### src/logic/mem_uart_settings.svh
/* Word widths and UART bit timing shared by the memory emulator */
`ifndef MEM_UART_SETTINGS_SVH
`define MEM_UART_SETTINGS_SVH

// Design-side word sizes
`define MEM_DATA_WIDTH   16
`define MEM_ADDR_WIDTH   16

// Each UART byte carries one nibble of a field
`define MEM_DATA_NIBBLES 4
`define MEM_ADDR_NIBBLES 4

// Clock cycles per UART bit
// 8 keeps simulation short, a 9600 baud link needs the real divider
`define MEM_CLKS_PER_BIT 8

`endif
### src/logic/mem_uart_pkg.sv
/* Types for the memory emulator
   Framing commands, controller states, request and UART byte layouts */
`default_nettype none

`include "mem_uart_settings.svh"

package mem_uart_pkg;

   // Framing command in the low half of every UART byte
   typedef enum logic [3:0] {
      CMD_TRANS      = 4'b0000,
      CMD_DATA_START = 4'b0001,
      CMD_ADDR_START = 4'b0010,
      CMD_END_WRITE  = 4'b0100,
      CMD_END_READ   = 4'b1000
   } uart_cmd_e;

   typedef enum logic [2:0] {
      ST_IDLE,
      ST_SEND,
      ST_WAIT_TX,
      ST_WAIT_REPLY,
      ST_DONE
   } ctrl_state_e;

   typedef struct packed {
      logic [`MEM_ADDR_WIDTH-1:0] addr;
      logic [`MEM_DATA_WIDTH-1:0] data;
      logic                       is_write;
   } mem_req_t;

   // Nibble in bits 7:4, command in bits 3:0
   typedef struct packed {
      logic [3:0] nibble;
      uart_cmd_e  cmd;
   } uart_byte_t;

endpackage

`default_nettype wire

### src/logic/uart_tx.sv
/* 8N1 UART transmitter with a valid/accept byte input */
`default_nettype none

`include "mem_uart_settings.svh"

module uart_tx (
   input  wire                      i_clk,
   input  wire                      i_nrst,
   input  mem_uart_pkg::uart_byte_t i_byte,
   input  wire                      i_valid,
   output logic                     o_accept,
   output logic                     o_tx
);

   localparam int CNT_W = $clog2(`MEM_CLKS_PER_BIT);

   logic             busy;
   logic [CNT_W-1:0] baud_cnt;
   logic [3:0]       bit_idx;
   logic [9:0]       shift_q;

   // A byte is taken only while the line is idle
   assign o_accept = i_valid && !busy;
   assign o_tx     = busy ? shift_q[0] : 1'b1;

   always_ff @(posedge i_clk or negedge i_nrst) begin
      if (!i_nrst) begin
         busy     <= 1'b0;
         baud_cnt <= '0;
         bit_idx  <= '0;
      end else if (o_accept) begin
         busy     <= 1'b1;
         baud_cnt <= '0;
         bit_idx  <= '0;
      end else if (busy) begin
         if (baud_cnt == CNT_W'(`MEM_CLKS_PER_BIT - 1)) begin
            baud_cnt <= '0;
            if (bit_idx == 4'd9) busy <= 1'b0;
            else bit_idx <= bit_idx + 4'd1;
         end else begin
            baud_cnt <= baud_cnt + CNT_W'(1);
         end
      end
   end

   // Frame is stop, data LSB first, start
   always_ff @(posedge i_clk) begin
      if (o_accept) shift_q <= {1'b1, i_byte, 1'b0};
      else if (busy && baud_cnt == CNT_W'(`MEM_CLKS_PER_BIT - 1)) shift_q <= {1'b1, shift_q[9:1]};
   end

   // No second byte is taken during a whole 10-bit frame
   a_no_accept_in_frame: assert property (@(posedge i_clk) disable iff (!i_nrst)
      o_accept |=> !o_accept [*10*`MEM_CLKS_PER_BIT]);

endmodule

`default_nettype wire

### config.mk
export PLATFORM = sky130hd
export DESIGN_NAME = uart_tx
export DESIGN_NICKNAME = d
export VERILOG_FILES = /design/src/logic/mem_uart_pkg.sv /design/src/logic/uart_tx.sv
export VERILOG_INCLUDE_DIRS = /design/src /design/src/logic
export SDC_FILE = /design/constraint.sdc
export NUM_CORES = 1
export LEC_CHECK = 0
export BUFFER_PORTS_ARGS = -buffer_cell sky130_fd_sc_hd__buf_2
export CORE_ASPECT_RATIO = 0.9
export CORE_MARGIN = 2
export CORE_UTILIZATION = 53
export DETAILED_ROUTE_END_ITERATION = 8
export PLACE_DENSITY = 0.83
export SYNTH_ARGS = -nofsm -noshare
export SYNTH_HDL_FRONTEND = slang
export SYNTH_SLANG_ARGS = --single-unit
### constraint.sdc
create_clock -name i_clk -period 2 [get_ports i_clk]
set_input_delay 0.5 -clock i_clk [delete_from_list [all_inputs] [get_ports i_clk]]
set_output_delay 0.5 -clock i_clk [all_outputs]
set_load 0.02 [all_outputs]
# Word level (Yosys, flattened, before mapping)
# Cells that the tools add are included.
[word_totals]
regBits = 17
output_inout_bits = 2
wordCells = 31
input_bits = 11
[op_classes]
add_sub_neg = 2
eq_ne = 3
n_reduce_logical = 7
n_mux = 14
[ops]
columns = ["cell", "count"]
rows = [
  ["two-way mux 9 bit", 2],
  ["two-way mux 4 bit", 4],
  ["two-way mux 3 bit", 3],
  ["nonzero test 2 bit", 3],
  ["two-way mux 1 bit", 5],
  ["adder 4 x 1 -> 4 bit, second input constant", 1],
  ["== test 4 bit, second input constant", 1],
  ["adder 3 x 1 -> 3 bit, second input constant", 1],
  ["== test 3 bit, second input constant", 1],
  ["AND reduction 3 bit", 1],
  ["logical AND 1 bit", 2],
  ["inequality test 2 bit, second input constant", 1],
  ["logical NOT 1 bit", 1],
]

# Longest topological paths before layout
[logic_depth]
ltp_word = 5
depth_mapped = 6

# Worst setup path before layout
# OpenSTA, ideal clock, no wires.
[synth_path]
path_kind = "flip-flop to flip-flop"
startpoint = "register, netlist name baud_cnt[0]"
endpoint = "register shift_q[1], data pin"
arrival_time_ns = 1.271
n_path_buf = 1
period_less_slack_ns = 1.527
slack_ns = 0.473
stages_incl_launch_ff = 6
path_cell_list = "dfrtp_1 ha_1 ha_1 and2_2 buf_6 a22o_1"
[synth_rtl]
columns = ["item", "line", "text"]
rows = [
  ["end signal: assignment", "uart_tx.sv:48", "if (o_accept) shift_q <= {1'b1, i_byte, 1'b0};"],
  ["end signal: assignment", "uart_tx.sv:49", "else if (busy && baud_cnt == CNT_W'(`MEM_CLKS_PER_BIT - 1)) shift_q <= {1'b1, shift_q[9:1]};"],
  ["end: declaration", "uart_tx.sv:20", "logic [9:0] shift_q;"],
]

# Final worst setup path
[layout_path]
startpoint = "register busy"
endpoint = "output port o_accept"
[layout_via]
elab_chain_cells = 2
[layout_rtl]
columns = ["item", "line", "text"]
rows = [
  ["start: declaration", "uart_tx.sv:17", "logic busy;"],
  ["start signal: assignment", "uart_tx.sv:28", "busy <= 1'b0;"],
  ["start signal: assignment", "uart_tx.sv:32", "busy <= 1'b1;"],
  ["start signal: assignment", "uart_tx.sv:38", "if (bit_idx == 4'd9) busy <= 1'b0;"],
  ["logical NOT 1 bit", "uart_tx.sv:23", "assign o_accept = i_valid && !busy;"],
  ["logical AND 1 bit", "uart_tx.sv:23", ""],
  ["end: declaration", "uart_tx.sv:11", "output logic o_accept,"],
]
# Every way passes these cells.

==> results by group <==
Detailed routing
  – Vias/cell: 5.433
  – Wire per inst: 13.93 um
  – Antenna viol nets, final: 0
  – Via count: 489
  – DR iter-0 viols: 0
  – Post-route DRC: 0
  – Routed Wire Length: 1254 um
  – Iteration count of the initial detailed-routing pass: 1

Timing
  – Min cycle time layout: 1.832 ns
  – Fin. Hold Viols: 0
  – Worst slew margin: 76.14%
  – Final Max Slew Viols: 0
  – Post-route clock skew: 0.01218 ns
  – Period utilization: 91.62%
  – Final setup TNS: 0 ns
  – Final number of setup-violating endpoints: 0
  – Slew @ Worst Pin: 0.3542 ns
  – Unrepaired setup endpoints after global routing: no
  – Fmax: 0.5457 GHz

Hold path
  – Worst Hold Class: in2async

Floorplan
  – Io pins: 13
  – Core ar.: 0.001448 mm^2
  – FP Rows: 13
  – Die area: 0.001870 mm^2
  – Die Ht: 41.22 um
  – Die X-Extent: 45.36 um
  – Initial core utilization: 56.35%

Synthesis
  – Synthesized flop and latch total: 17
  – Mux contribution to synthesized area: 4.908%
  – Synth Area in XOR/XNOR: 0%
  – Cells after Synth: 62
  – Synth Area in Compound Gates: 14.26%
  – Sequential area share after synthesis: 56.44%
  – Area share of and/or/nand/nor cells after synthesis: 11.66%
  – Unique masters post-synth: 22
  – Synthesis Warnings: 0
  – Post-Syn Area: 815.8 um^2
  – Largest family of logic cells by synthesized area: compound AO/OA/AOI/OAI gates
  – Synth Area in Adders: 7.669%
  – Post-Syn Nets: 78
  – Syn_area_per_cell: 13.16 um^2

GRT
  – Global-route usage over all layers: 15.75%
  – Vias in the first global route: 437
  – Initial antenna violation count: 0
  – First-pass GRT wire length: 1876 um
  – Largest net degree at the start of global routing: 13
  – Global route total overflow: 0

Status
  – Status: completed

Clock network
  – Sink Count: 17
  – Hold_buf cts: 0
  – Clock Latency Late Sink: 0.30 ns
  – Max H-tree Level: 1
  – CTS root buf: clkbuf_4
  – Bufs on Longest Clock Path: 2
  – Clock slew at reported path FFs: 0.10 ns
  – CTS tree: done
  – Post-CTS Setup Inserts: 0
  – CTS Buf Count: 3
  – Post-CTS Resized: 0

Finish
  – Antenna diodes: 0
  – Fill count: 118
  – P&R area growth vs syn: 8.896%
  – Final Net Count: 92
  – Layout cells sized above 1: 30.67%
  – Post-route cell area: 888.4 um^2

Worst setup path
  – CP peak stage delay: 0.47 ns
  – Critical Path Source: busy
  – R2r endpoint: bit_idx[1]
  – Top Family by Delay on Critical Path: flip-flops
  – Critical path's slowest cell: dfrtp_1
  – Setup CP Type: reg2out
  – CP Launch Type: register
  – WP depth: 3
  – Worst reg2reg startpoint: baud_cnt[0]
  – CP Max Fanout: 11
  – Crit end category: primary output
  – Worst Path Arrival: 1.33 ns
  – R2R depth: 5
  – Worst-path cell chain: nand2b_4, inv_2, buf_2
  – Buffers & Inverters on Critical Path: 2
  – R2R Setup Slk: 0.40 ns
  – Crit path to: o_accept
  – CP Data Required Time: 1.50 ns

Placement
  – Port buffer count: 12
  – Dpl hpwl: 928.9 um
  – Placed Area: 860.8 um^2
  – GP Congestion: 0.7226

Job
  – MaxCap Viol Count: 0

Pwr
  – Leakage Power: 0.4361 nW
  – Power density over the cells: 1358 mW/mm^2
  – Worst vdd ir: 0.8061 mV
[sequential cells by signal (all words and copies together) (netlist names)]
register,cells
baud_cnt,3
shift_q,9
bit_idx,4
busy,1
[metal layers]
layer / vias up / GRT usage, % / routed length, um
li1: 252 / - / -
met1: 225 / 18.21 / 568
met2: 8 / 23.93 / 593
met3: 4 / 7.930 / 63
met4: 0 / 8.824 / 29
met5: - / 0 / 0
[metrics by stage]
stage	hold WS, ns	power, mW	setup WS, ns	util (%)	cells
5_1_grt	0.01323	1.301	0.1034	61.37	90
4_1_cts	0.01554	1.223	0.1502	61.37	90
6_report	0.02259	1.206	0.1677	61.37	90
3_5_place_dp	0.3496	1.042	0.3948	59.46	86
2_1_floorplan	0.2044	0.9540	0.4731	-	62
3_3_place_gp	0.3518	1.019	0.4434	59.46	86
[cells by family (layout without fill, tap and decap cells)]
group,count (synthesis),count (layout)
flops,17,17
simple gates,17,17
compound gates,14,14
fa+ha+maj,5,5
buf+inv,5,18
mux,4,4
[layout by cell type (no fill, tap or decap), drive strengths merged]
master  instances
a21o            1
a21oi           2
a22o           10
and2            1
buf            12
clkbuf          3
clkinv          1
dfrtp           8
dfxtp           1
edfxtp          8
ha              5
inv             2
mux2i           4
nand2           7
nand2b          1
nand3           1
nand4           1
nor2            4
o21ai           1
or2b            1
or3b            1
[report_power, final]
group	switching (mW)	total [mW]	internal (mW)	leakage [nW]
sequential	0.0936	0.619	0.526	0.175
combinational	0.207	0.411	0.203	0.243
clock	0.102	0.177	0.0746	0.0177
[Yosys cell counts]
library cell  n  area share [%]
a21o_1        1            0.92
a21oi_1       1            0.61
a21oi_2       1             1.1
a22o_1        8             8.6
a22o_2        2             2.5
and2_2        1            0.92
buf_6         3             4.1
dfrtp_1       8              25
dfxtp_1       1             2.5
edfxtp_1      8              29
ha_1          5             7.7
inv_1         1            0.46
inv_2         1            0.46
mux2i_1       4             4.9
nand2_1       7             3.2
nand2b_4      1             1.7
nand3_2       1             1.2
nand4_1       1            0.77
nor2_1        4             1.8
o21ai_0       1            0.61
or2b_1        1            0.92
or3b_1        1             1.1
[worst min-delay path by stage]
| stage | from | depth (start not counted) | endpoint | slack [ns] |
|---|---|---|---|---|
| CTS | i_nrst | 1 | baud_cnt[2] | 0.02 |
| floorplan | i_nrst | 0 | baud_cnt[0] | 0.20 |
| detailed placement | i_nrst | 1 | bit_idx[1] | 0.35 |
| finish | i_nrst | 1 | baud_cnt[2] | 0.02 |
| global route | i_nrst | 1 | bit_idx[2] | 0.01 |
| global placement | i_nrst | 1 | baud_cnt[0] | 0.35 |
[cell type report]
type	instances	area, um^2	share of cell area [%]
multi-input combinational	40	314.1	35.35
clock buffer	3	22.52	2.535
clock inverter	1	5.005	0.5634
sequential	17	460.4	51.83
timing repair buffer	12	60.06	6.761
inverter	2	7.507	0.8451
tap	15	18.77	2.113
Note: power is estimated with default switching activity, not from simulation.
