File: config.mk
export PLATFORM = sky130hd
export DESIGN_NAME = uart_rx
export DESIGN_NICKNAME = d
export VERILOG_FILES = /design/src/logic/mem_uart_pkg.sv /design/src/logic/uart_rx.sv
export VERILOG_INCLUDE_DIRS = /design/src /design/src/logic
export SDC_FILE = /design/constraint.sdc
export NUM_CORES = 1
export LEC_CHECK = 0
export BUFFER_PORTS_ARGS = -buffer_cell sky130_fd_sc_hd__buf_2
export CORE_MARGIN = 10
export CORE_UTILIZATION = 58
export CTS_BUF_LIST = sky130_fd_sc_hd__clkbuf_2
export CTS_CLUSTER_SIZE = 12
export DETAILED_ROUTE_END_ITERATION = 8
export PLACE_DENSITY = 0.82
export SYNTH_ARGS = -nofsm -noshare
export SYNTH_HDL_FRONTEND = slang
export SYNTH_SLANG_ARGS = --single-unit
File: constraint.sdc
create_clock -name i_clk -period 2.3 [get_ports i_clk]
set_clock_uncertainty 0.1 [all_clocks]
set_input_delay 0.345 -clock i_clk [delete_from_list [all_inputs] [get_ports i_clk]]
set_output_delay 0.345 -clock i_clk [all_outputs]
set_load 0.05 [all_outputs]
File: src/logic/mem_uart_settings.svh
/* Word widths and UART bit timing shared by the memory emulator */
`ifndef MEM_UART_SETTINGS_SVH
`define MEM_UART_SETTINGS_SVH

// Design-side word sizes
`define MEM_DATA_WIDTH   16
`define MEM_ADDR_WIDTH   16

// Each UART byte carries one nibble of a field
`define MEM_DATA_NIBBLES 4
`define MEM_ADDR_NIBBLES 4

// Clock cycles per UART bit
// 8 keeps simulation short, a 9600 baud link needs the real divider
`define MEM_CLKS_PER_BIT 8

`endif
File: src/logic/mem_uart_pkg.sv
/* Types for the memory emulator
   Framing commands, controller states, request and UART byte layouts */
`default_nettype none

`include "mem_uart_settings.svh"

package mem_uart_pkg;

   // Framing command in the low half of every UART byte
   typedef enum logic [3:0] {
      CMD_TRANS      = 4'b0000,
      CMD_DATA_START = 4'b0001,
      CMD_ADDR_START = 4'b0010,
      CMD_END_WRITE  = 4'b0100,
      CMD_END_READ   = 4'b1000
   } uart_cmd_e;

   typedef enum logic [2:0] {
      ST_IDLE,
      ST_SEND,
      ST_WAIT_TX,
      ST_WAIT_REPLY,
      ST_DONE
   } ctrl_state_e;

   typedef struct packed {
      logic [`MEM_ADDR_WIDTH-1:0] addr;
      logic [`MEM_DATA_WIDTH-1:0] data;
      logic                       is_write;
   } mem_req_t;

   // Nibble in bits 7:4, command in bits 3:0
   typedef struct packed {
      logic [3:0] nibble;
      uart_cmd_e  cmd;
   } uart_byte_t;

endpackage

`default_nettype wire

File: src/logic/uart_rx.sv
/* 8N1 UART receiver
   Two-flop line synchronizer, mid-bit sampling, one-cycle valid pulse */
`default_nettype none

`include "mem_uart_settings.svh"

module uart_rx (
   input  wire                      i_clk,
   input  wire                      i_nrst,
   input  wire                      i_rx,
   output mem_uart_pkg::uart_byte_t o_byte,
   output logic                     o_valid
);

   localparam int CNT_W = $clog2(`MEM_CLKS_PER_BIT);

   logic             rx_meta;
   logic             rx_s;
   logic             busy;
   logic             stop_ok;
   logic [CNT_W-1:0] baud_cnt;
   logic [3:0]       bit_idx;
   logic [7:0]       shift_q;
   logic             mid_bit;
   logic             end_bit;

   assign mid_bit = busy && (baud_cnt == CNT_W'(`MEM_CLKS_PER_BIT / 2));
   assign end_bit = busy && (baud_cnt == CNT_W'(`MEM_CLKS_PER_BIT - 1));
   assign o_byte  = mem_uart_pkg::uart_byte_t'(shift_q);

   always_ff @(posedge i_clk or negedge i_nrst) begin
      if (!i_nrst) begin
         rx_meta <= 1'b1;
         rx_s    <= 1'b1;
      end else begin
         rx_meta <= i_rx;
         rx_s    <= rx_meta;
      end
   end

   ////////////////////////////////////////////////////////////
   // Frame timing
   ////////////////////////////////////////////////////////////

   // The detect cycle counts as the first cycle of the start bit
   always_ff @(posedge i_clk or negedge i_nrst) begin
      if (!i_nrst) begin
         busy     <= 1'b0;
         stop_ok  <= 1'b0;
         baud_cnt <= '0;
         bit_idx  <= '0;
         o_valid  <= 1'b0;
      end else begin
         o_valid <= 1'b0;
         if (!busy) begin
            if (!rx_s) begin
               busy     <= 1'b1;
               baud_cnt <= CNT_W'(1);
               bit_idx  <= '0;
            end
         end else if (mid_bit && bit_idx == 4'd0 && rx_s) begin
            // Glitch, not a real start bit
            busy <= 1'b0;
         end else begin
            if (mid_bit && bit_idx == 4'd9) stop_ok <= rx_s;
            if (end_bit) begin
               baud_cnt <= '0;
               if (bit_idx == 4'd9) begin
                  busy    <= 1'b0;
                  o_valid <= stop_ok;
               end else begin
                  bit_idx <= bit_idx + 4'd1;
               end
            end else begin
               baud_cnt <= baud_cnt + CNT_W'(1);
            end
         end
      end
   end

   // Data bits arrive LSB first
   always_ff @(posedge i_clk) begin
      if (mid_bit && bit_idx >= 4'd1 && bit_idx <= 4'd8) shift_q <= {rx_s, shift_q[7:1]};
   end

   a_valid_one_cycle: assert property (@(posedge i_clk) disable iff (!i_nrst)
      o_valid |=> !o_valid);

endmodule

`default_nettype wire

# Word level (Yosys, flattened, before mapping)

Cells that the tools add are included.

Bits of input ports: 3
Word-level logic and storage cells: 49
Register bits: 20
Output and inout port bits: 9

Bitwise gates (word level): 1
Equal/unequal tests: 7
$lt $le $gt $ge: 2
Muxes and demuxes: 18
Reductions and logical operators: 11
Add/sub/neg operators: 2

Operator list:

| cell                                                                     | count |
|---|---|
| 4-bit 2-to-1 mux                                                         | 5 |
| 3-bit 2-to-1 mux                                                         | 4 |
| 1-bit 2-to-1 mux                                                         | 9 |
| 1-bit logical AND                                                        | 7 |
| 3-bit == test (second input constant)                                    | 2 |
| 4-bit by 1-bit adder with 4-bit output (second input constant)           | 1 |
| 4-bit == test (second input constant)                                    | 1 |
| 4-bit by 1-bit >= comparator with 1-bit output (second input constant)   | 1 |
| 4-bit less-or-equal comparator (second input constant)                   | 1 |
| 4-bit logical NOT                                                        | 1 |
| 2-bit by 1-bit inequality test with 1-bit output (second input constant) | 2 |
| 2-bit inequality test (second input constant)                            | 2 |
| 4-bit AND reduction                                                      | 1 |
| 3-bit by 1-bit adder with 3-bit output (second input constant)           | 1 |
| 3-bit AND reduction                                                      | 1 |
| 2-bit AND reduction                                                      | 1 |
| 1-bit NOT                                                                | 1 |

# Logic depth before layout (Yosys ltp)

Depth after elaboration: 6
Mapped depth: 7
Mapped depth without buffers: 6

# Least setup slack after synthesis

OpenSTA, ideal clock, no wires.

Path kind: reg2reg
Start: register bit_idx[0]
End: register shift_q[0], in the netlist o_byte[0], enable pin
Setup time: 0.386 ns
Setup slack: 0.236 ns
Arrival time: 1.578 ns
Stages on the path, launching flop included: 6
Data required time: 1.814 ns
Path buffers: 0
Clock period less this slack: 2.064 ns
Cells stage by stage: dfrtp_1 -> inv_1 -> ha_1 -> or3b_1 -> nor2_1 -> a211oi_1

Longest elaborated chain between the ends: 3
Elaborated cells on any way between the ends: 4
Classes of those cells: order compare: 2; reduce/logical: 2

Ends and longest elaborated chain:

| what                                           | line          | source |
|---|---|---|
| from (decl)                                    | uart_rx.sv:22 | `logic [3:0] bit_idx;` |
| from (signal assigned)                         | uart_rx.sv:72 | `bit_idx <= bit_idx + 4'd1;` |
| 4-bit by 1-bit >= comparator with 1-bit output | uart_rx.sv:83 | `if (mid_bit && bit_idx >= 4'd1 && bit_idx <= 4'd8) shift_q <= {rx_s, shift_q[7:1]};` |
| 1-bit logical AND                              | uart_rx.sv:83 |  |
| 1-bit logical AND *                            | uart_rx.sv:83 |  |
| to (signal assigned)                           | uart_rx.sv:83 |  |
| to (decl)                                      | uart_rx.sv:23 | `logic [7:0] shift_q;` |

Mark *: on every way between the ends. The rest lies on a longest branch, timed or not.
A chain may end at the register's enable or synchronous reset.

# Final worst setup path

Start: register bit_idx[0]
End: register baud_cnt[0]

Longest elaborated chain between the ends: 5

Ends and longest elaborated chain:

| what                            | line          | source |
|---|---|---|
| 4-bit logical NOT               | uart_rx.sv:61 | `end else if (mid_bit && bit_idx == 4'd0 && rx_s) begin` |
| 1-bit logical AND (2 in series) | uart_rx.sv:61 |  |
| 2-bit inequality test (no line) | n/a           |  |
| 2-bit AND reduction (no line)   | n/a           |  |
| to (signal assigned)            | uart_rx.sv:75 | `baud_cnt <= baud_cnt + CNT_W'(1);` |
| to (decl)                       | uart_rx.sv:21 | `logic [CNT_W-1:0] baud_cnt;` |

Every way passes these cells.

==> impl_metrics.xml <==
<?xml version="1.0" encoding="UTF-8"?>
<metrics>
  <group name="route">
    <metric name="viasPerCell" unit="">5.66</metric>
    <metric name="drt-met1-wl" unit="um">691</metric>
    <metric name="drt_iter0_drc" unit="">21</metric>
    <metric name="ant_nets" unit="">0</metric>
    <metric name="top_signal_layer_used" unit="">met4</metric>
    <metric name="drt_wl_total" unit="um">1640</metric>
    <metric name="drt-pass1-iter-count" unit="">4</metric>
    <metric name="routed-wl-met3" unit="um">86</metric>
    <metric name="dr_wl_met2" unit="um">786</metric>
    <metric name="num_vias" unit="">589</metric>
    <metric name="detail_route.wl_per_cell" unit="um">15.7</metric>
    <metric name="post-route-drc-count" unit="">0</metric>
  </group>
  <group name="synth">
    <metric name="synthSimpleGateAreaFrac" unit="%">16.2</metric>
    <metric name="count_of_different_cell_masters_after_synthesis" unit="">28</metric>
    <metric name="synth_compound_area_share" unit="%">8.80</metric>
    <metric name="sequential_to_total_area_share_from_yosys_stat" unit="%">60.6</metric>
    <metric name="synth-edff-count" unit="">8</metric>
    <metric name="synth.yosys.warnings" unit="">0</metric>
    <metric name="post_synthesis_net_count" unit="">81</metric>
    <metric name="synth_async_sr_flop_share" unit="%">60.0</metric>
    <metric name="mappedNetlistArea" unit="um^2">896</metric>
    <metric name="yosys.area_share.adder" unit="%">8.38</metric>
    <metric name="postSynthAreaPerCell" unit="um^2">12.4</metric>
    <metric name="synth.ff_latch_count" unit="">20</metric>
    <metric name="gate_count_after_technology_mapping" unit="">72</metric>
    <metric name="synth_top_family_by_area" unit="">simple AND/OR/NAND/NOR gates</metric>
    <metric name="synth.area.mux_share" unit="%">1.26</metric>
    <metric name="post_synth_xor_area_fraction" unit="%">0.978</metric>
    <metric name="ys.flop_type" unit="">sky130_fd_sc_hd__dfrtp_1</metric>
  </group>
  <group name="clock_tree">
    <metric name="cts.root.buffer_cell" unit="">sky130_fd_sc_hd__clkbuf_2</metric>
    <metric name="tritoncts" unit="">yes</metric>
    <metric name="htree_num_levels" unit="">1</metric>
    <metric name="cts-buffers-inserted" unit="">3</metric>
    <metric name="cts.sinks" unit="">20</metric>
    <metric name="clock_insertion_delay_at_the_later_pin_of_the_skew_report" unit="ns">0.33</metric>
    <metric name="clock_tree.buffer_depth" unit="">2</metric>
    <metric name="worst_setup_hold_path_clk_slew" unit="ns">0.19</metric>
    <metric name="ctsResizeCount" unit="">0</metric>
  </group>
  <group name="status">
    <metric name="status" unit="">complete, no violations</metric>
  </group>
  <group name="global_routing">
    <metric name="globalRoute.totalOverflow" unit="">0</metric>
    <metric name="largest_net_degree_at_the_start_of_global_routing" unit="">13</metric>
    <metric name="grt_use_total" unit="%">10.3</metric>
    <metric name="global_route_wire_length_before_repair" unit="um">2820</metric>
    <metric name="number_of_antenna_violations_at_the_first_check_in_global_routing" unit="">0</metric>
    <metric name="vias_in_the_first_global_route" unit="">641</metric>
  </group>
  <group name="sta">
    <metric name="worst_relative_slew_slack" unit="%">70.6</metric>
    <metric name="finalHoldWorstSlack" unit="ns">0.273</metric>
    <metric name="period_needed" unit="ns">2.12</metric>
    <metric name="fmax" unit="MHz">471</metric>
    <metric name="tightest_slew" unit="ns">0.436</metric>
    <metric name="final_hold_viol_count" unit="">0</metric>
    <metric name="final_max_slew_viol_count" unit="">0</metric>
    <metric name="finalCritPeriodShare" unit="%">92.3</metric>
    <metric name="final-setup-viol-count" unit="">0</metric>
    <metric name="setup-tns-final" unit="ns">0</metric>
    <metric name="unrepaired_setup_endpoints_after_global_routing" unit="">false</metric>
  </group>
  <group name="hold_path">
    <metric name="hold_path_class" unit="">reg2reg</metric>
  </group>
  <group name="power">
    <metric name="leakage" unit="nW">0.455</metric>
    <metric name="ir_drop" unit="mV">0.734</metric>
    <metric name="clock_power_share" unit="%">21.0</metric>
    <metric name="pwr_density_cell" unit="nW/um^2">1210</metric>
    <metric name="power.sequential.fraction" unit="%">43.7</metric>
    <metric name="internal_power" unit="uW">799</metric>
    <metric name="p_switching" unit="uW">449</metric>
    <metric name="pwr-share-comb" unit="%">35.3</metric>
    <metric name="netSwitchingFraction" unit="%">36.0</metric>
  </group>
  <group name="placement">
    <metric name="post-place-cells" unit="">98</metric>
    <metric name="buffer_ports.inserted" unit="">11</metric>
    <metric name="detailed_placement_wirelength_estimate" unit="um">1210</metric>
    <metric name="gpl.final_weighted_congestion" unit="">0.853</metric>
  </group>
  <group name="setup_path">
    <metric name="cp_data_required_time" unit="ns">2.45</metric>
    <metric name="cp.arrival" unit="ns">2.27</metric>
    <metric name="endpoint_class_of_the_critical_path" unit="">flop</metric>
    <metric name="critical_setup_path_kind" unit="">reg2reg</metric>
    <metric name="cp_max_fo" unit="">6</metric>
    <metric name="reg2reg_slack" unit="ns">0.18</metric>
    <metric name="critical_path.startpoint_type" unit="">flop</metric>
  </group>
  <group name="die">
    <metric name="dieWidth" unit="um">59.3</metric>
    <metric name="num_rows" unit="">14</metric>
    <metric name="floorplan_die_height" unit="um">59.3</metric>
    <metric name="coreArea" unit="um^2">1490</metric>
    <metric name="io_pins" unit="">12</metric>
    <metric name="overall_die_area" unit="um^2">3520</metric>
    <metric name="initial_core_util" unit="%">60.2</metric>
  </group>
  <group name="finish">
    <metric name="post_layout_nonfiller_instances" unit="">104</metric>
    <metric name="insertedDiodeCount" unit="">0</metric>
    <metric name="fillCellCount" unit="">100</metric>
    <metric name="syn2layout_area_growth" unit="%">14.8</metric>
    <metric name="multi_input_comb_area" unit="um^2">319</metric>
    <metric name="nNetsFinal" unit="">98</metric>
    <metric name="sequential_cell_area" unit="um^2">543</metric>
    <metric name="drive_above_1_share" unit="%">25.0</metric>
  </group>
  <group name="job">
    <metric name="maxCapViolCount" unit="">0</metric>
  </group>
</metrics>
[registers in the layout, indices dropped and copies added (netlist names)]
signal    count
stop_ok       1
o_byte        8
bit_idx       4
o_valid       1
busy          1
baud_cnt      3
rx_s          1
rx_meta       1
[final cells by class]
| type | count | area share, % |
|---|---|---|
| Sequential cell | 20 | 52.8 |
| Multi-Input combinational cell | 45 | 31.0 |
| Timing Repair Buffer | 14 | 8.03 |
| Clock inverter | 1 | 2.92 |
| Tap cell | 16 | 1.95 |
| Inverter | 5 | 1.82 |
| Clock buffer | 3 | 1.46 |
[metal layers]
metal / up-vias / global-route usage [%]
li1: 285 / -
met1: 279 / 11.7
met2: 16 / 16.5
met3: 9 / 2.36
met4: 0 / 7.54
met5: - / 0
[per-stage QoR]
stage	cell area (um^2)	power (mW)	utilization (%)	worst slack (ns)
finish	1030	1.25	69.1	0.176
global placement	963	0.960	64.7	0.279
CTS	1030	1.25	69.1	0.168
floorplan	896	0.881	-	0.236
global route	1030	1.33	69.1	0.0255
detailed placement	963	0.987	64.7	0.191
[final timing paths]
path	startpoint	end	cells past startpoint
worst max register to register	bit_idx[0]$_DFFE_PN0P_	baud_cnt[0]$_DFFE_PN0P_	6
worst min-delay path	rx_meta$_DFF_PN1_	rx_s$_DFF_PN1_	0
min in group asynchronous	i_nrst	baud_cnt[1]$_DFFE_PN0P_	2
worst max-delay path	bit_idx[0]$_DFFE_PN0P_	baud_cnt[0]$_DFFE_PN0P_	6
worst min register to register	rx_meta$_DFF_PN1_	rx_s$_DFF_PN1_	0
max in group asynchronous	i_nrst	rx_s$_DFF_PN1_	2
[cell usage in the layout, fill, tap and decap left out, types with 3 or more instances in the layout]
cell                       instances
sky130_fd_sc_hd__buf_2            11
sky130_fd_sc_hd__inv_1             5
sky130_fd_sc_hd__nand2_1           4
sky130_fd_sc_hd__nand3_1           5
sky130_fd_sc_hd__edfxtp_1          8
sky130_fd_sc_hd__nor2_1            6
sky130_fd_sc_hd__o21ai_0           4
sky130_fd_sc_hd__ha_1              6
sky130_fd_sc_hd__dfrtp_1          10
sky130_fd_sc_hd__clkbuf_2          3
[cell usage after synthesis (all sizes together) (2+ instances only)]
cell / number / area (um^2)
nand2b: 2 / 12.5
o21ai: 4 / 20.0
a22o: 2 / 20.0
nor2: 6 / 22.5
nand2: 4 / 15.0
dfrtp: 10 / 250
nand3b: 2 / 15.0
ha: 6 / 75.1
edfxtp: 8 / 240
dfstp: 2 / 52.6
nand3: 5 / 25.0
inv: 5 / 18.8
[power by group through the flow]
| stage | clock network (mW) | logic [mW] | registers (mW) |
|---|---|---|---|
| 2_1_floorplan | 0 | 0.269 | 0.612 |
| 3_3_place_gp | 0 | 0.414 | 0.545 |
| 3_5_place_dp | 0 | 0.436 | 0.551 |
| 4_1_cts | 0.267 | 0.444 | 0.544 |
| 5_1_grt | 0.276 | 0.493 | 0.558 |
| 6_report | 0.262 | 0.441 | 0.546 |
[logic make-up (layout without fill, tap and decap cells)]
group	Yosys count	in the layout
buf+inv	7	23
compound gates	11	11
mux	1	1
flops	20	20
fa+ha+maj	6	6
xor+xnor	1	1
simple gates	26	26
[critical path: stages, from the launching register on]
cell                      delay (ns)
sky130_fd_sc_hd__dfrtp_1        0.47
sky130_fd_sc_hd__inv_1          0.11
sky130_fd_sc_hd__ha_1           0.17
sky130_fd_sc_hd__or3b_1         0.37
sky130_fd_sc_hd__or2_1          0.31
sky130_fd_sc_hd__and3b_4        0.23
sky130_fd_sc_hd__a211o_1        0.28
[what timing repair did]
item,4_1_cts,5_1_grt
hold endpoints to repair,11,0
buffers inserted,0,0
hold buffers,2,0
Note: power is estimated with default switching activity, not from simulation.
