[src/logic/mem_uart_settings.svh]
/* Word widths and UART bit timing shared by the memory emulator */
`ifndef MEM_UART_SETTINGS_SVH
`define MEM_UART_SETTINGS_SVH

// Design-side word sizes
`define MEM_DATA_WIDTH   16
`define MEM_ADDR_WIDTH   16

// Each UART byte carries one nibble of a field
`define MEM_DATA_NIBBLES 4
`define MEM_ADDR_NIBBLES 4

// Clock cycles per UART bit
// 8 keeps simulation short, a 9600 baud link needs the real divider
`define MEM_CLKS_PER_BIT 8

`endif
[src/logic/mem_uart_pkg.sv]
/* Types for the memory emulator
   Framing commands, controller states, request and UART byte layouts */
`default_nettype none

`include "mem_uart_settings.svh"

package mem_uart_pkg;

   // Framing command in the low half of every UART byte
   typedef enum logic [3:0] {
      CMD_TRANS      = 4'b0000,
      CMD_DATA_START = 4'b0001,
      CMD_ADDR_START = 4'b0010,
      CMD_END_WRITE  = 4'b0100,
      CMD_END_READ   = 4'b1000
   } uart_cmd_e;

   typedef enum logic [2:0] {
      ST_IDLE,
      ST_SEND,
      ST_WAIT_TX,
      ST_WAIT_REPLY,
      ST_DONE
   } ctrl_state_e;

   typedef struct packed {
      logic [`MEM_ADDR_WIDTH-1:0] addr;
      logic [`MEM_DATA_WIDTH-1:0] data;
      logic                       is_write;
   } mem_req_t;

   // Nibble in bits 7:4, command in bits 3:0
   typedef struct packed {
      logic [3:0] nibble;
      uart_cmd_e  cmd;
   } uart_byte_t;

endpackage

`default_nettype wire

[src/logic/read_collector.sv]
/* Collects read-reply nibbles into a data word and flags a complete reply */
`default_nettype none

`include "mem_uart_settings.svh"

module read_collector (
   input  wire                             i_clk,
   input  wire                             i_nrst,
   input  wire                             i_en,
   input  mem_uart_pkg::uart_byte_t        i_byte,
   input  wire                             i_valid,
   output logic [`MEM_DATA_WIDTH-1:0]      o_data,
   output logic                            o_done
);

   localparam int POS_W = $clog2(`MEM_DATA_NIBBLES);

   logic                       started;
   logic [POS_W-1:0]           pos;
   logic [`MEM_DATA_WIDTH-1:0] word_q;
   logic [`MEM_DATA_WIDTH-1:0] merged;

   // Partial word with the incoming nibble placed at its position
   always_comb begin
      merged = word_q;
      merged[pos*4 +: 4] = i_byte.nibble;
   end

   always_ff @(posedge i_clk or negedge i_nrst) begin
      if (!i_nrst) begin
         started <= 1'b0;
         pos     <= '0;
         o_done  <= 1'b0;
         o_data  <= '0;
      end else begin
         o_done <= 1'b0;
         if (!i_en) begin
            started <= 1'b0;
         end else if (i_valid) begin
            case (i_byte.cmd)
               mem_uart_pkg::CMD_DATA_START: begin
                  started <= 1'b1;
                  pos     <= POS_W'(1);
               end
               mem_uart_pkg::CMD_TRANS: begin
                  if (started && pos != POS_W'(`MEM_DATA_NIBBLES - 1)) pos <= pos + POS_W'(1);
                  else started <= 1'b0;
               end
               mem_uart_pkg::CMD_END_READ: begin
                  if (started && pos == POS_W'(`MEM_DATA_NIBBLES - 1)) begin
                     o_data <= merged;
                     o_done <= 1'b1;
                  end
                  started <= 1'b0;
               end
               default: started <= 1'b0;
            endcase
         end
      end
   end

   always_ff @(posedge i_clk) begin
      if (i_en && i_valid) begin
         if (i_byte.cmd == mem_uart_pkg::CMD_DATA_START) word_q[3:0] <= i_byte.nibble;
         else if (i_byte.cmd == mem_uart_pkg::CMD_TRANS && started) word_q <= merged;
      end
   end

   // Completion is seen by the controller while it still waits for the reply
   a_done_when_enabled: assert property (@(posedge i_clk) disable iff (!i_nrst)
      o_done |-> i_en);

endmodule

`default_nettype wire

[config.mk]
export PLATFORM = sky130hd
export DESIGN_NAME = read_collector
export DESIGN_NICKNAME = d
export VERILOG_FILES = /design/src/logic/mem_uart_pkg.sv /design/src/logic/read_collector.sv
export VERILOG_INCLUDE_DIRS = /design/src /design/src/logic
export SDC_FILE = /design/constraint.sdc
export NUM_CORES = 1
export LEC_CHECK = 0
export BUFFER_PORTS_ARGS = -buffer_cell sky130_fd_sc_hd__buf_4
export CELL_PAD_IN_SITES_DETAIL_PLACEMENT = 1
export CELL_PAD_IN_SITES_GLOBAL_PLACEMENT = 1
export CORE_ASPECT_RATIO = 0.75
export CORE_MARGIN = 2
export CORE_UTILIZATION = 48
export DETAILED_ROUTE_END_ITERATION = 12
export PLACE_DENSITY_LB_ADDON = 0.1
export SYNTH_ARGS = -nofsm -noshare
export SYNTH_HDL_FRONTEND = slang
export SYNTH_SLANG_ARGS = --single-unit
[constraint.sdc]
create_clock -name i_clk -period 5.9 [get_ports i_clk]
set_input_delay 0.59 -clock i_clk [delete_from_list [all_inputs] [get_ports i_clk]]
set_output_delay 0.59 -clock i_clk [all_outputs]
set_load 0.02 [all_outputs]
After elaboration in Yosys (flattened, before gate mapping)
Index checks and enable logic that the tools add are counted.
- divide/modulo/power cells: 0
- reduce and logical (&&, ||, !) cells: 12
- shifts and indexed selects: 2
- magnitude comparators: 0
- multiply operators: 0
- muxes and demuxes: 13
- $add $sub $neg: 2
- bitwise operators: 1
- eq/ne operators: 7
- operators by type and width (kind ; number):
    negator 4 -> 34 bit ; 1
    variable shift 4 x 34 -> 16 bit, first input constant ; 1
    indexed part select 4 x 34 -> 16 bit ; 1
    bitwise mux 16 bit ; 1
    two-way mux 4 bit ; 2
    AND reduction 4 bit ; 2
    two-way mux 1 bit ; 7
    equality test 4 x 1 -> 1 bit, second input constant ; 1
    equality test 4 bit, second input constant ; 1
    logical AND 1 bit ; 4
    logical NOT 4 bit ; 1
    inequality test 2 bit, second input constant ; 2
    case mux 2 bit (2 select lines) ; 1
    AND reduction 2 bit ; 2
    nonzero test 2 bit ; 2
    inequality test 3 bit, second input constant ; 1
    AND reduction 3 bit ; 1
    adder 2 x 1 -> 2 bit, second input constant ; 1
    equality test 2 bit, second input constant ; 1
    two-way mux 2 bit ; 1
    inequality test 2 x 1 -> 1 bit, second input constant ; 1
    case mux 1 bit (2 select lines) ; 1
    inverter 1 bit ; 1
- logic and storage cells: 43
- bits in registers: 36
- output and inout bits: 17
- latch bits: 0
- memories: 0
- bits of input ports: 12
- bits in writable memories: 0
- ROM bits: 0

Longest topological paths before layout
Gate-level depths: netlist of run 1.
- word-level depth: 6
- gate-level depth with buffers: 6
- gate-level depth less buffers: 5

Least setup slack after synthesis of run 1
Ideal clock, no wire load.
- kind: input port to flip-flop
- start point: in i_byte[1] (netlist name)
- end point: reg word_q[10], enable pin
- arrival: 1.931 ns
- data required time: 5.504 ns
- slack: 3.573 ns
- path buffers: 0
- stages on the path: 2
- setup time: 0.396 ns
- cell sequence: or3_1 -> nor3_1
- word-level cells in the longest chain between the ends: 3
- elaborated cells between the ends (all ways): 5
- classes of those cells: eq/ne (1); bitwise (1); reduce/logical (3)
- ends and longest elaborated chain (item ; RTL line ; source):
    start, declared ; read_collector.sv:10 ; input mem_uart_pkg::uart_byte_t i_byte,
    equality test 4 x 1 -> 1 bit / logical NOT 4 bit (equally long branches) ; read_collector.sv:64, read_collector.sv:65 ;
    inverter 1 bit (no source line) / logical AND 1 bit (equally long branches) ; n/a ;
    AND reduction 3 bit (no source line) * ; n/a ;
    end signal, assigned ; read_collector.sv:65 ; else if (i_byte.cmd == mem_uart_pkg::CMD_TRANS && started) word_q <= merged;
    end, declared ; read_collector.sv:20 ; logic [`MEM_DATA_WIDTH-1:0] word_q;
Every way passes the cells marked *; elsewhere a longest branch is shown, timed or not.
A chain may end at the register's enable or synchronous reset.

Worst setup path after layout of run 1
- start point: reg pos[0]
- end point: reg word_q[3], data pin
- word-level cells in the longest chain between the ends: 5
- elaborated cells between the ends (all ways): 6
- classes of those cells: add/sub (1); shift (2); mux (3)
- ends and longest elaborated chain (item ; RTL line ; source):
    start, declared ; read_collector.sv:19 ; logic [POS_W-1:0] pos;
    start signal, assigned ; read_collector.sv:46 ; if (started && pos != POS_W'(`MEM_DATA_NIBBLES - 1)) pos <= pos + POS_W'(1);
    negator 4 -> 34 bit * ; read_collector.sv:26 ; merged[pos*4 +: 4] = i_byte.nibble;
    indexed part select 4 x 34 -> 16 bit / variable shift 4 x 34 -> 16 bit (equally long branches) ; read_collector.sv:26 ;
    bitwise mux 16 bit * ; read_collector.sv:26 ;
    two-way mux 4 bit * ; read_collector.sv:65 ;
    two-way mux 4 bit * ; read_collector.sv:64 ; if (i_byte.cmd == mem_uart_pkg::CMD_DATA_START) word_q[3:0] <= i_byte.nibble;
    end signal, assigned ; read_collector.sv:64 ;
    end signal, assigned ; read_collector.sv:65 ;
Every way passes the cells marked *; elsewhere a longest branch is shown, timed or not. The select of a mux whose other input is x is not followed.

==> flow_summary.ini, run 1 <==
[status]
status = finished, final reports clean

[finish]
postLayoutCellArea_um2 = 2070
drive_above_1_share = 0.305
nFillCells = 352
diodes = 0
area.sequential_um2 = 981
fin_cells = 204
multi_input_area_um2 = 644
area_growth_pct = 20.2
final_nets = 181

[setup_path]
worstPathMaxFanout = 11
crit_start = pos[0]
worstSetupPathType = flip-flop to flip-flop
r2r_cells = 5
endpoint_kind = flip-flop
rr_startpoint = pos[0]
worst_ep_arrival_time_ns = 2.27
reg2reg_slack_ns = 3.66
cp-start-kind = flip-flop
rr_endpoint = word_q[3]
critPathRequiredTime_ns = 5.94

[placement]
gp_congestion = 0.765
placed_cell_area_um2 = 1950
place_inst = 196
hpwl_um = 2660
place_ws_ns = 3.68
portBuffers = 28

[floorplan]
initial_core_util = 0.512
row_count = 18
core_area_um2 = 3360
die_w_um = 73.1
die_area_um2 = 4080
ios = 29
die_height_um = 55.8

[timing]
fin_crit_sh = 0.379
slew_viol_final = 0
max_freq_mhz = 447
layout_setup_ws_ns = 3.66
min_period_ns = 2.24
slew_headroom = 0.456
max_slew.worst_pin.slew_ns = 0.816
whs_ns = 0.168
tns_ns = 0
fin_skew_ns = 0.00891
setup_viol = 0
hold_violations = 0
rsz0062_at_grt = false

[logic_synthesis]
synth_cell_types = 32
synth_area_um2 = 1720
avgSynthCellArea_um2 = 13.2
yosys_warnings = 0
synth-seq-area-share = 0.571
syn_nets = 148
synth_seq_cells = 36
syn_inst = 130

[detailed_routing]
wl_per_cell_um = 18.1
drt_iter0_markers = 43
antenna_left = 0
remaining_drc_errors = 0
viasPerCell = 5.75
postRouteWirelength_um = 3700
drt_first_pass_iters = 4
vias = 1173

[clocking]
clock_path_buffers = 2
htreeDepth = 2
cts_tree = done
cts_resized = 0
worst_skew_pair.late_latency_ns = 0.29
clk_pin_slew_ns = 0.08
cts_root_buffer = clkbuf_8
cts.sinks = 36
cts_setup_buffers = 0
ctsHoldBuffers = 0
numCtsBuffers = 5

[pwr]
leakagePower_nw = 1.01
p_per_area_nw_per_um2 = 248
irDropWorstVdd_mv = 0.163

[global_routing]
antenna_found_initial = 0
grt_pass1_vias = 1211
grt_start_max_net_pins = 21
overflow = 0
grt.total_usage = 0.193
grt_pass1_wl_um = 5980

[min_path]
hp-class = input port to asynchronous set/reset pin

[run]
drv_cap = 0
[cells in the mapped netlist]
master	instances	share of area
or3b_2	3	0.015
mux2_2	7	0.046
nor4_1	1	0.0036
and4bb_2	1	0.0073
mux2_4	2	0.017
mux2i_1	5	0.029
buf_6	1	0.0066
or3_1	2	0.0073
nor3_1	3	0.0087
a22o_1	6	0.031
ha_1	6	0.044
mux2_1	3	0.020
a21o_1	1	0.0044
nand3_1	1	0.0029
clkbuf_2	1	0.0029
nor2b_1	8	0.029
dfrtp_1	20	0.29
a41o_1	2	0.012
inv_1	15	0.033
edfxtp_1	16	0.28
o31a_1	1	0.0051
o2111ai_1	1	0.0051
nand2_1	3	0.0066
buf_12	1	0.012
nor2_1	1	0.0022
nand3_2	1	0.0058
nand3b_1	2	0.0087
o2bb2ai_1	3	0.015
a21oi_1	4	0.012
nor4bb_1	1	0.0058
nand4bb_1	1	0.0066
o22ai_1	7	0.025
[worst max-delay path, cell delays in order, from the launching register on]
cell,delay (ns)
dfrtp_1,0.55
inv_1,0.18
ha_1,0.47
and4bb_2,0.32
a21o_1,0.22
a22o_1,0.26
[metrics by stage]
stage / utilization / power (W)
finish: 0.616 / 0.000513
global route: 0.616 / 0.000529
CTS: 0.616 / 0.000517
detailed placement: 0.581 / 0.000294
global placement: 0.581 / 0.000293
floorplan: - / 0.000280
[metal layers]
metal  track usage  part of all wire  vias to the layer above
met5             0                 0                        -
met4        0.0635             0.013                        0
met3        0.0507             0.044                        5
met2         0.300              0.47                       38
met1         0.261              0.47                      583
li1              -                 -                      547
[report_power, final]
group | switching (W) | internal, W | leakage, nW | total [W]
clock network | 0.0000878 | 0.000136 | 0.0588 | 0.000224
registers | 0.000000708 | 0.000262 | 0.397 | 0.000262
logic | 0.0000154 | 0.0000113 | 0.555 | 0.0000267
total | 0.000104 | 0.000409 | 1.01 | 0.000513
[kinds of logic after synthesis]
family	Yosys count	share of synthesized area
AOI/OAI and AO/OA	25	0.109
adders and majority gates	6	0.0437
buffers and inverters	18	0.0539
DFF	36	0.571
muxes	17	0.112
and+or+nand+nor	28	0.110
[cell usage in the layout, fill, tap and decap left out]
cell type  count
nor2_1         1
o2bb2ai_1      3
a21oi_1        4
nor4_1         1
buf_4         29
mux2_4         2
edfxtp_1      16
nor3_1         3
mux2i_1        5
nor4bb_1       1
inv_1         15
nand2_1        3
mux2_1         3
a21o_1         1
o31a_1         1
or3b_2         3
nand3_1        1
or3_1          2
nand3b_1       2
nor2b_1        8
mux2_2         7
a22o_1         6
nand3_2        1
clkbuf_8       6
o22ai_1        7
dfrtp_1       20
ha_1           6
a41o_1         2
o2111ai_1      1
bufinv_16      1
clkinv_1       1
and4bb_2       1
nand4bb_1      1
[area by class of cell]
type,count,area share
well taps,40,0.0242
clock inverters,2,0.0164
repair buffers,29,0.105
multi-input cells,76,0.312
inverters,15,0.0273
flip-flops and latches,36,0.475
clock buffers,6,0.0400
[sequential cells by signal, indices dropped and copies added, names as in the netlist]
| signal | count |
|---|---|
| o_data | 16 |
| o_done | 1 |
| pos | 2 |
| started | 1 |
| word_q | 16 |
[worst max path at each step]
stage	endpoint	slack, ns
after global routing	o_data[4]	3.54
after detailed placement	o_data[4]	3.68
after global placement	o_data[5]	3.81
after floorplan	word_q[10]	3.57
final	word_q[3]	3.66
after CTS	o_data[4]	3.67
Power figures use the tool's default switching activity.
==> run 2, diff against run 1 <==
- ABC_AREA: unset -> 1
- CORE_UTILIZATION: 48 -> 37
- clock period: 5.9 -> 1.9 ns (I/O delays scaled with it)
==> run 2 against run 1 <==
  * Non-clock buffer count is 3 higher
  * Sequential power grew to 3.2 times the previous value
  * Clock skew is 0.0034 ns lower
  * Global-route usage is 0.73 points lower
  * Maximum frequency is 30% higher
  * Critical endpoint is now o_data[5]
  * Largest cell class unchanged
  * Highest routed layer unchanged
==> flow_summary.ini, run 2 <==
[global_routing]
grt_start_max_net_pins = 21
grt.total_usage = 0.186
met2_usage = 0.314
grt_pass1_vias = 1573
grt-busiest-layer = met2
use_met1 = 0.244
overflow = 0
met3_usage = 0.0446
grt_pass1_wl_um = 7800
antenna_found_initial = 0

[timing]
setup_viol = 0
hold_violations = 0
slew_viol_final = 0
max_freq_mhz = 582
min_period_ns = 1.72
slew_headroom = 0.707
rsz0062_at_grt = false
tns_ns = 0
fin_skew_ns = 0.00550
fin_crit_sh = 0.904
max_slew.worst_pin.slew_ns = 0.440

[floorplan]
die_area_um2 = 5260
core_area_um2 = 4490
ios = 29
row_count = 21
die_height_um = 63.3
die_w_um = 83.1
initial_core_util = 0.386

[logic_synthesis]
synth-edff-count = 16
syn_nets = 217
yosysTopAreaCell = dfrtp_1
synth_cell_types = 19
synthArstFlopShare = 0.556
avgSynthCellArea_um2 = 8.71
yosys_warnings = 0
synth_top_area_frac = 0.289
synth.most_common_cell = nand2_1
synth_ff_type = dfrtp_1
synth_common_cells = 95 x nand2_1, 20 x dfrtp_1, 17 x inv_1
synth_seq_cells = 36
synth_area_leaders = dfrtp_1 29%, edfxtp_1 28%, nand2_1 21%
synth_area_um2 = 1730
syn_inst = 199
synth-seq-area-share = 0.566

[setup_path]
cp-start-kind = flip-flop
crit_start = pos[0]
critPathRequiredTime_ns = 2.13
critPathBufInv = 2
rr_startpoint = pos[0]
worstSetupPathType = flip-flop to flip-flop
worst_path_most_repeated_cell = nand2_1
worst_ep_arrival_time_ns = 1.95
crit_family = simple AND/OR/NAND/NOR gates
worstPathCellList = inv_1 -> ha_1 -> inv_1 -> nor2_1 -> nand2_1 -> o21ai_0 -> nand2_1 -> nand2_1
endpoint_kind = flip-flop
critPathSlowestCell = dfrtp_1
cpPeakStageDelay_ns = 0.43
worstPathMaxFanout = 7

[pwr]
irDropWorstVdd_mv = 0.531
p_per_area_nw_per_um2 = 822
leakagePower_nw = 1.11

[finish]
diodes = 0
final_util = 0.476
nFillCells = 547
drive_above_1_share = 0.186
postLayoutCellArea_um2 = 2140
top_regs = o_data: 16 flops, word_q: 16 flops, pos: 2 flops
multi_input_area_um2 = 666
area_growth_pct = 23.4
fin_cells = 293
area.sequential_um2 = 981
final_nets = 253
final_common_cell = nand2_1
layout_common_cells = 95 x nand2_1, 31 x buf_4, 20 x dfrtp_1, 17 x inv_1, 16 x edfxtp_1

[detailed_routing]
vias = 1414
drt_iter0_markers = 47
postRouteWirelength_um = 4430
wl_per_cell_um = 15.1
drt_first_pass_iters = 4
viasPerCell = 4.83
antenna_left = 0
remaining_drc_errors = 0

[placement]
place_inst = 284
placed_cell_area_um2 = 2020
gp_congestion = 0.821
hpwl_um = 3400
portBuffers = 28

[clocking]
htreeDepth = 2
clock_path_buffers = 2
clk_pin_slew_ns = 0.07
cts_root_buffer = clkbuf_8
cts_tree = done
worst_skew_pair.late_latency_ns = 0.28
cts.sinks = 36
numCtsBuffers = 5
cts_setup_buffers = 0

[status]
status = finished, final reports clean

[run]
drv_cap = 0

[min_path]
hp-class = input port to flip-flop
hp-start = i_en
## run 2: layout make-up
cell class	instances	share of cell area
sequential	36	0.458
multi-input combinational	141	0.311
inverter	19	0.0339
tap	57	0.0333
clock inverter	3	0.0175
timing repair buffer	32	0.113
clock buffer	5	0.0322
## run 2: report_power, final
part	switching (W)	total [W]	internal, W
clock network	0.000268	0.000650	0.000382
registers	0.0000118	0.000840	0.000828
logic	0.000187	0.000268	0.0000809
## run 2: logic make-up after synthesis
| kind of cell | after synthesis | synth area share |
|---|---|---|
| flip-flops | 36 | 0.566 |
| adder cells (fa/ha/maj) | 6 | 0.0433 |
| buffers and inverters | 22 | 0.0541 |
| AO/OA/AOI/OAI | 14 | 0.0433 |
| AND/OR/NAND/NOR | 121 | 0.294 |
## run 2: tightest hold or removal path: cells and delay by family
kind,cells,cell delay (ns)
AND/OR/NAND/NOR,1,0.05
AO/OA/AOI/OAI,1,0.06
buffers and inverters,1,0.11
## run 2: worst paths after layout
kind                         endpoint  slack, ns  depth (start not counted)
setup / recovery            o_data[5]       0.18                          8
hold reg to reg            o_data[10]       0.48                          2
max in group asynchronous   o_data[0]       1.33                          2
min in group asynchronous   o_data[7]       0.34                          2
setup reg to reg            o_data[5]       0.18                          8
hold / removal                started       0.16                          3
## run 2: metrics by stage
step | hold WS, ns | power, W | worst slack (ns)
floorplan | -0.106 | 0.00102 | 0.315
global placement | 0.0905 | 0.00110 | 0.293
detailed placement | 0.0999 | 0.00112 | 0.163
CTS | 0.156 | 0.00178 | 0.141
global route | 0.162 | 0.00186 | 0.0108
finish | 0.164 | 0.00176 | 0.182
## run 2: per-layer routing
metal  part of all wire  up-vias
li1                   -      707
met4             0.0029        0
met1               0.48      675
met2               0.47       30
met3              0.039        2
met5                  0        -
## run 2: timing repair
item | 4_1_cts | 5_1_grt
gates resized for setup | 0 | 5
endpoints found under the setup margin | 0 | 5
hold buffers | 1 | 0
endpoints found under the hold margin | 20 | 0
